--- config.mk ---
export PLATFORM = sky130hd
export DESIGN_NAME = ffn_layer
export DESIGN_NICKNAME = d
export VERILOG_FILES = /design/src/hw/ffn_pkg.sv /design/src/hw/ffn_layer.sv /design/src/hw/matrix_multiply.sv /design/src/hw/neuron_activation.sv /design/src/hw/sum_tree.sv /design/src/hw/weight_bank.sv
export VERILOG_INCLUDE_DIRS = /design/src /design/src/hw
export SDC_FILE = /design/constraint.sdc
export NUM_CORES = 2
export LEC_CHECK = 0
export ABC_CLOCK_PERIOD_IN_PS = 6400
export BUFFER_PORTS_ARGS = -buffer_cell sky130_fd_sc_hd__buf_2
export CAP_MARGIN = 20
export CORE_MARGIN = 2
export CORE_UTILIZATION = 50
export CTS_BUF_LIST = sky130_fd_sc_hd__clkbuf_4 sky130_fd_sc_hd__clkbuf_8 sky130_fd_sc_hd__clkbuf_16
export DETAILED_ROUTE_END_ITERATION = 10
export MAX_ROUTING_LAYER = met4
export PLACE_DENSITY = 0.66
export SLEW_MARGIN = 20
export SYNTH_ARGS = -nofsm -noshare
export SYNTH_HDL_FRONTEND = slang
export SYNTH_SLANG_ARGS = --single-unit
--- constraint.sdc ---
create_clock -name clock -period 6.4 [get_ports clock]
set_input_delay 0.64 -clock clock [delete_from_list [all_inputs] [get_ports clock]]
set_output_delay 0.64 -clock clock [all_outputs]
set_load 0.01 [all_outputs]
--- src/hw/ffn_settings.svh ---
`ifndef FFN_SETTINGS_SVH
`define FFN_SETTINGS_SVH

// layer size
`define FFN_NUM_INPUT_N 4
`define FFN_NUM_OUTPUT_N 4

// datapath widths
`define FFN_WIDTH 8         // neurons and weights
`define FFN_PROD_WIDTH 16   // one multiplier result
`define FFN_ACC_WIDTH 18    // product width plus log2 of input count

// adder tree depth, log2 of the input count
`define FFN_TREE_LEVELS 2

// fixed point, one in the weight scale is 2**FFN_FRAC_BITS
`define FFN_FRAC_BITS 4

// input sample edge to out_valid
`define FFN_LATENCY 4

`endif

--- src/hw/ffn_pkg.sv ---
`include "ffn_settings.svh"

package ffn_pkg;

  // input neuron, two's complement
  typedef logic signed [`FFN_WIDTH-1:0] neuron_t;

  // output neuron after the rectifier, never negative
  typedef logic [`FFN_WIDTH-1:0] act_t;

  typedef logic signed [`FFN_WIDTH-1:0] weight_t;

  // multiplier result and the widened tree sum
  typedef logic signed [`FFN_PROD_WIDTH-1:0] product_t;
  typedef logic signed [`FFN_ACC_WIDTH-1:0] acc_t;

  // weight matrix addressing, row = input neuron, column = output neuron
  typedef logic [$clog2(`FFN_NUM_INPUT_N)-1:0] in_idx_t;
  typedef logic [$clog2(`FFN_NUM_OUTPUT_N)-1:0] out_idx_t;

endpackage

--- src/hw/ffn_layer.sv ---
`include "ffn_settings.svh"

module ffn_layer (
  input logic clock,
  input logic arst_n,

  // input vector, element k at slice k
  input logic in_valid,
  input logic [$bits(ffn_pkg::neuron_t)*`FFN_NUM_INPUT_N-1:0] in_neurons,

  // weight write strobe
  input logic weight_we,
  input ffn_pkg::in_idx_t weight_row,
  input ffn_pkg::out_idx_t weight_col,
  input ffn_pkg::weight_t weight_data,

  output logic out_valid,
  output logic [$bits(ffn_pkg::act_t)*`FFN_NUM_OUTPUT_N-1:0] out_neurons
);

  import ffn_pkg::*;

  // the activation stage adds the last cycle
  localparam int unsigned CHAIN = `FFN_LATENCY - 1;

  logic [$bits(weight_t)*`FFN_NUM_INPUT_N*`FFN_NUM_OUTPUT_N-1:0] weight_matrix;
  logic [$bits(acc_t)*`FFN_NUM_OUTPUT_N-1:0] sums;

  logic [CHAIN-1:0] valid_q; // tracks products, tree level 1, tree root
  logic sum_valid;

  weight_bank i_weight_bank (
    .clock         (clock),
    .arst_n        (arst_n),
    .weight_we     (weight_we),
    .weight_row    (weight_row),
    .weight_col    (weight_col),
    .weight_data   (weight_data),
    .weight_matrix (weight_matrix)
  );

  matrix_multiply i_matrix_multiply (
    .clock         (clock),
    .arst_n        (arst_n),
    .in_neurons    (in_neurons),
    .weight_matrix (weight_matrix),
    .sums          (sums)
  );

  // valid runs alongside the datapath, no stall anywhere
  always_ff @(posedge clock or negedge arst_n) begin
    if (!arst_n) begin
      valid_q <= '0;
    end else begin
      valid_q <= {valid_q[CHAIN-2:0], in_valid};
    end
  end

  assign sum_valid = valid_q[CHAIN-1];

  neuron_activation i_neuron_activation (
    .clock       (clock),
    .arst_n      (arst_n),
    .sum_valid   (sum_valid),
    .sums        (sums),
    .out_valid   (out_valid),
    .out_neurons (out_neurons)
  );

endmodule

--- src/hw/matrix_multiply.sv ---
`include "ffn_settings.svh"

module matrix_multiply (
  input logic clock,
  input logic arst_n,

  input logic [$bits(ffn_pkg::neuron_t)*`FFN_NUM_INPUT_N-1:0] in_neurons,
  input logic [$bits(ffn_pkg::weight_t)*`FFN_NUM_INPUT_N*`FFN_NUM_OUTPUT_N-1:0] weight_matrix,

  // one tree sum per output neuron, element c at slice c
  output logic [$bits(ffn_pkg::acc_t)*`FFN_NUM_OUTPUT_N-1:0] sums
);

  import ffn_pkg::*;

  localparam int unsigned N = `FFN_NUM_INPUT_N;
  localparam int unsigned M = `FFN_NUM_OUTPUT_N;
  localparam int unsigned NW = $bits(neuron_t);
  localparam int unsigned WW = $bits(weight_t);
  localparam int unsigned PW = $bits(product_t);
  localparam int unsigned AW = $bits(acc_t);

  neuron_t in_n [N];
  weight_t weight [N][M];

  // first pipeline stage, one register per multiplier
  product_t prod_q [N][M];

  // products of one output column gathered across the rows
  logic [N*PW-1:0] col_products [M];

  genvar r, c;
  generate
    for (r = 0; r < N; r++) begin : g_unpack_in
      assign in_n[r] = in_neurons[r*NW +: NW];
    end

    for (r = 0; r < N; r++) begin : g_row
      for (c = 0; c < M; c++) begin : g_col
        assign weight[r][c] = weight_matrix[(r*M+c)*WW +: WW];

        // signed 8 x 8 into 16, cannot overflow
        always_ff @(posedge clock or negedge arst_n) begin
          if (!arst_n) begin
            prod_q[r][c] <= '0;
          end else begin
            prod_q[r][c] <= in_n[r] * weight[r][c];
          end
        end

        assign col_products[c][r*PW +: PW] = prod_q[r][c]; // row r to tree leaf r
      end
    end

    // one reduction tree per output neuron
    for (c = 0; c < M; c++) begin : g_tree
      sum_tree i_sum_tree (
        .clock    (clock),
        .arst_n   (arst_n),
        .products (col_products[c]),
        .sum      (sums[c*AW +: AW])
      );
    end
  endgenerate

endmodule

--- src/hw/neuron_activation.sv ---
`include "ffn_settings.svh"

module neuron_activation (
  input logic clock,
  input logic arst_n,

  input logic sum_valid,
  input logic [$bits(ffn_pkg::acc_t)*`FFN_NUM_OUTPUT_N-1:0] sums,

  output logic out_valid,
  output logic [$bits(ffn_pkg::act_t)*`FFN_NUM_OUTPUT_N-1:0] out_neurons
);

  import ffn_pkg::*;

  localparam int unsigned M = `FFN_NUM_OUTPUT_N;
  localparam int unsigned AW = $bits(acc_t);
  localparam int unsigned OW = $bits(act_t);
  localparam acc_t ACT_MAX = acc_t'((1 << (OW - 1)) - 1); // 127 for 8 bit neurons

  // rectify, drop the fraction bits, clip to the positive neuron range
  function automatic act_t rectify(input acc_t s);
    acc_t scaled;
    scaled = s >>> `FFN_FRAC_BITS;
    if (s < 0) begin
      return '0;
    end else if (scaled > ACT_MAX) begin
      return act_t'(ACT_MAX);
    end
    return act_t'(scaled);
  endfunction

  always_ff @(posedge clock or negedge arst_n) begin
    if (!arst_n) begin
      out_valid <= 1'b0;
    end else begin
      out_valid <= sum_valid;
    end
  end

  genvar c;
  generate
    for (c = 0; c < M; c++) begin : g_out
      // only loads on valid sums, holds otherwise
      always_ff @(posedge clock or negedge arst_n) begin
        if (!arst_n) begin
          out_neurons[c*OW +: OW] <= '0;
        end else if (sum_valid) begin
          out_neurons[c*OW +: OW] <= rectify(acc_t'(sums[c*AW +: AW]));
        end
      end
    end
  endgenerate

endmodule

--- src/hw/sum_tree.sv ---
`include "ffn_settings.svh"

module sum_tree (
  input logic clock,
  input logic arst_n,

  // element k at slice k
  input logic [$bits(ffn_pkg::product_t)*`FFN_NUM_INPUT_N-1:0] products,
  output ffn_pkg::acc_t sum
);

  import ffn_pkg::*;

  localparam int unsigned N = `FFN_NUM_INPUT_N;
  localparam int unsigned PW = $bits(product_t);

  product_t prod [N];

  // sign extended products, the bottom row of the tree
  acc_t leaf [N];

  // registered adders kept as a heap, node i adds children 2i+1 and 2i+2
  // level lv holds nodes (1 << lv) - 1 up to (1 << (lv + 1)) - 2
  acc_t node [N-1];

  genvar k, lv;
  generate
    for (k = 0; k < N; k++) begin : g_leaf
      assign prod[k] = products[k*PW +: PW];
      assign leaf[k] = acc_t'(prod[k]);
    end

    // one register stage per level, each level half the width of the one below
    for (lv = 0; lv < `FFN_TREE_LEVELS; lv++) begin : g_level
      for (k = 0; k < (1 << lv); k++) begin : g_node
        localparam int unsigned IDX = (1 << lv) - 1 + k;
        localparam int unsigned LEFT = 2 * IDX + 1;

        if (lv == `FFN_TREE_LEVELS - 1) begin : g_bottom
          // children are leaves
          always_ff @(posedge clock or negedge arst_n) begin
            if (!arst_n) begin
              node[IDX] <= '0;
            end else begin
              node[IDX] <= leaf[LEFT-(N-1)] + leaf[LEFT+1-(N-1)];
            end
          end
        end else begin : g_inner
          always_ff @(posedge clock or negedge arst_n) begin
            if (!arst_n) begin
              node[IDX] <= '0;
            end else begin
              node[IDX] <= node[LEFT] + node[LEFT+1];
            end
          end
        end
      end
    end
  endgenerate

  assign sum = node[0]; // root of the tree

endmodule

--- src/hw/weight_bank.sv ---
`include "ffn_settings.svh"

module weight_bank (
  input logic clock,
  input logic arst_n,

  input logic weight_we,
  input ffn_pkg::in_idx_t weight_row,
  input ffn_pkg::out_idx_t weight_col,
  input ffn_pkg::weight_t weight_data,

  // element (r, c) sits at slice r * NUM_OUTPUT_N + c
  output logic [$bits(ffn_pkg::weight_t)*`FFN_NUM_INPUT_N*`FFN_NUM_OUTPUT_N-1:0] weight_matrix
);

  import ffn_pkg::*;

  localparam int unsigned W = $bits(weight_t);

  weight_t mem [`FFN_NUM_INPUT_N][`FFN_NUM_OUTPUT_N];

  // one element per strobe
  // a vector sampled on the write edge still sees the old value
  always_ff @(posedge clock or negedge arst_n) begin
    if (!arst_n) begin
      for (int r = 0; r < `FFN_NUM_INPUT_N; r++) begin
        for (int c = 0; c < `FFN_NUM_OUTPUT_N; c++) begin
          mem[r][c] <= '0;
        end
      end
    end else if (weight_we) begin
      mem[weight_row][weight_col] <= weight_data;
    end
  end

  // whole matrix presented in parallel to the multiplier grid
  genvar r, c;
  generate
    for (r = 0; r < `FFN_NUM_INPUT_N; r++) begin : g_row
      for (c = 0; c < `FFN_NUM_OUTPUT_N; c++) begin : g_col
        assign weight_matrix[(r*`FFN_NUM_OUTPUT_N+c)*W +: W] = mem[r][c];
      end
    end
  endgenerate

endmodule

==> reports/metrics.yaml <==
pre_cts_ws_ns: 1.08
hold_buffers: 1
rows: 132
ff2ff_setup_slack_ns: 1.60
worst_path_largest_cell_delay_ns: 0.55
avgSynthCellArea_sq_um: 9.97
yosysTopAreaCellShare_pct: 27.2
grt_pass1_vias: 45300
synth-compound-area-share_pct: 6.67
synth_top_family_by_area: "adder cells"
routabilityCongestion: 0.884
grt_util_all_layers_pct: 23.2
grt_overflow: 0
period_minus_slack_ns: 4.80
clock.fmax_mhz: 209
async_reset_ff_share_pct: 100
io_buffers: 80
num_io_pins: 81
layout-drive-gt1-share_pct: 6.16
clk_latency_ns: 0.67
cp-end-kind: "register"
synth_fa_ha_area_share_pct: 39.7
tns_ns: 0
synth_area_sq_um: 65400
postCtsResizedCells: 0
seqCellArea_sq_um: 15300
hold_viol: 0
critPathMaxFanout: 9
cpMaxStageDelayCell: "fa_1"
crit_type: "reg2reg"
routed_wl_um: 146000
cp_data_required_time_ns: 6.95
ys_ff_latch: 612
synthDistinctLibCells: 74
cap_violations: 0
synth_flop_cell: "dfrtp_1"
yosys.area_share.simple_pct: 14.2
status: "finished clean"
drtAntennaViolNets: 0
startpoint: "i_weight_bank.weight_matrix[2]"
routed_via_density: 5.13
yosys-top-cells-area: "fa_1 (27%), dfrtp_1 (23%), ha_1 (13%)"
finalClockSkew_ns: 0.0205
area_growth_pct: 7.60
timing.rr.start: "i_weight_bank.weight_matrix[2]"
synthCells: 6562
grt_max_degree: 151
cts_root_buffer: "clkbuf_16"
timing.final.max_slew_violations: 0
fin_crit_sh_pct: 74.9
dr.pass1.iters: 5
yosysWarnings: 0
drc: 0
die_w_um: 366
wire_per_inst_um: 17.3
synth_nets: 8154
min_path_type: "in2reg"
cts_made_buffers: 74
vias: 43200
dieHeight_um: 366
fin_nets: 8191
synth-edff-count: 0
cp.arrival_ns: 5.34
crit_path_start_kind: "register"
setup_viol: 0
min-delay-start: "in_valid"
dp_hpwl_um: 114000
multi_input_area_sq_um: 44600
core_sq_um: 130000
rsz0062_at_grt: "false"
worstPathCellList: "and2_1 -> fa_1 -> inv_1 -> fa_1 -> inv_1 -> fa_1 -> inv_1 -> fa_1 -> inv_1 -> ha_1 -> nand2_1 -> o21ai_0 -> nor4_1 -> nor3_1 -> a2111oi_2 -> a21oi_1 -> xnor2_1"
muxShareOfSynthArea_pct: 2.58
clk_pin_slew_ns: 0.06
first_iter_violations: 2297
yosysSeqAreaShare_pct: 23.4
yosys.area_share.xor_xnor_pct: 4.96
postLayoutCoreUtil_pct: 54.3
grt_first_pass_wirelength_um: 242000
initial_core_util_pct: 50.5
fin_ws_ns: 1.60
yosysTopAreaCell: "fa_1"
dieArea_sq_um: 134000
postCtsSetupBuffers: 0
antenna_found_initial: 14
clockBufferDepth: 3
tightest_slew_ns: 1.09
max_slew_margin_pct: 27.4
cts_tree: "done"
fill_cells: 11500
htree_levels: 3
clock-sinks: 612
[layout make-up]
class,instances,share of cell area (%)
multi-input combinational,4470,63.3
antenna,14,0.0497
clock inverter,46,0.874
timing repair buffer,92,0.785
inverter,1349,7.19
tap,1742,3.10
clock buffer,90,2.95
sequential,612,21.7
[cell usage after synthesis (all sizes together) (59+ instances only)]
library cell	instances
fa	888
nand2b	59
xnor2	298
dfrtp	612
nor2b	155
clkbuf	126
nor3	76
xor2	73
nor2	244
nand2	339
o21ai	131
mux2	142
ha	656
a21oi	219
inv	1348
and2	660
[sequential cells by signal (all words and copies together) (netlist names)]
register / cells
valid_q: 3
i_matrix_multiply.col_products: 256
i_matrix_multiply.g_tree.i_sum_tree.sum: 56
i_matrix_multiply.g_tree.i_sum_tree.node: 136
i_weight_bank.weight_matrix: 128
i_neuron_activation.out_valid: 1
i_neuron_activation.out_neurons: 32
[critical path, delay by kind of cell (launching register included)]
family,cells,cell delay [ns]
and+or+nand+nor,4,0.77
xor gates and xnor gates,1,0.15
AOI/OAI and AO/OA,3,0.75
DFF,1,0.49
adders and majority gates,5,2.34
buffers and inverters,4,0.20
[cells by family (layout without fill, tap and decap cells)]
family / Yosys count / in the layout
AND/OR/NAND/NOR: 1732 / 1732
other: 0 / 14
flip-flops: 612 / 612
multiplexers: 151 / 151
XOR/XNOR: 371 / 371
AO/OA/AOI/OAI: 672 / 672
buffers and inverters: 1480 / 1577
adder cells (fa/ha/maj): 1544 / 1544
[metal layers]
| layer | up-vias | global-route usage (%) | routed length [um] |
|---|---|---|---|
| met5 | - | - | 0 |
| met4 | 0 | 6.04 | 3190 |
| met3 | 157 | 3.48 | 7370 |
| met2 | 686 | 36.6 | 67500 |
| met1 | 21800 | 31.5 | 67400 |
| li1 | 20600 | - | - |
[per-stage QoR]
stage                     hold slack (ns)  cell area (sq um)  cells
after floorplan                     0.331              65400   6562
final                              0.0950              70400   8415
after CTS                          0.0373              70400   8401
after global routing               0.0656              70400   8407
after global placement              0.337              67700   8264
after detailed placement            0.339              67700   8264
[worst paths after layout]
kind / end / depth (start not counted)
max: i_matrix_multiply.col_products[207] / 17
min: valid_q[0] / 1
max reg2reg: i_matrix_multiply.col_products[207] / 17
min reg2reg: valid_q[2] / 0
max in group asynchronous: i_matrix_multiply.col_products[79] / 3
min in group asynchronous: i_matrix_multiply.g_tree[0].i_sum_tree.node[32] / 2
[placed cells by master (no fill, tap or decap), types with 9 or more instances in the layout]
master     instances
or3_1             17
buf_2             79
a21o_1            50
dfrtp_1          611
bufinv_16         12
or2_2             11
inv_6              9
nor2_1           244
nand3_1           50
nand2_1          339
and2_1           660
a21boi_0          18
o21bai_1          17
fa_1             888
mux2i_1            9
clkbuf_16         76
clkbuf_8          11
a21oi_1          216
o31ai_1            9
nand2b_1          59
a211oi_1          24
diode_2           14
nor4_1            26
inv_1           1348
or4_1             12
xor2_1            73
clkinv_2          15
ha_1             656
xnor2_1          298
o21ai_0          124
mux2_2           142
and3_1            31
a31oi_1           52
nor2b_1          155
nand4_1           25
o21a_1            58
nor3_1            76
Power is not shown: default switching activity piles up to over one toggle a cycle in this logic, so the estimate is an artifact.
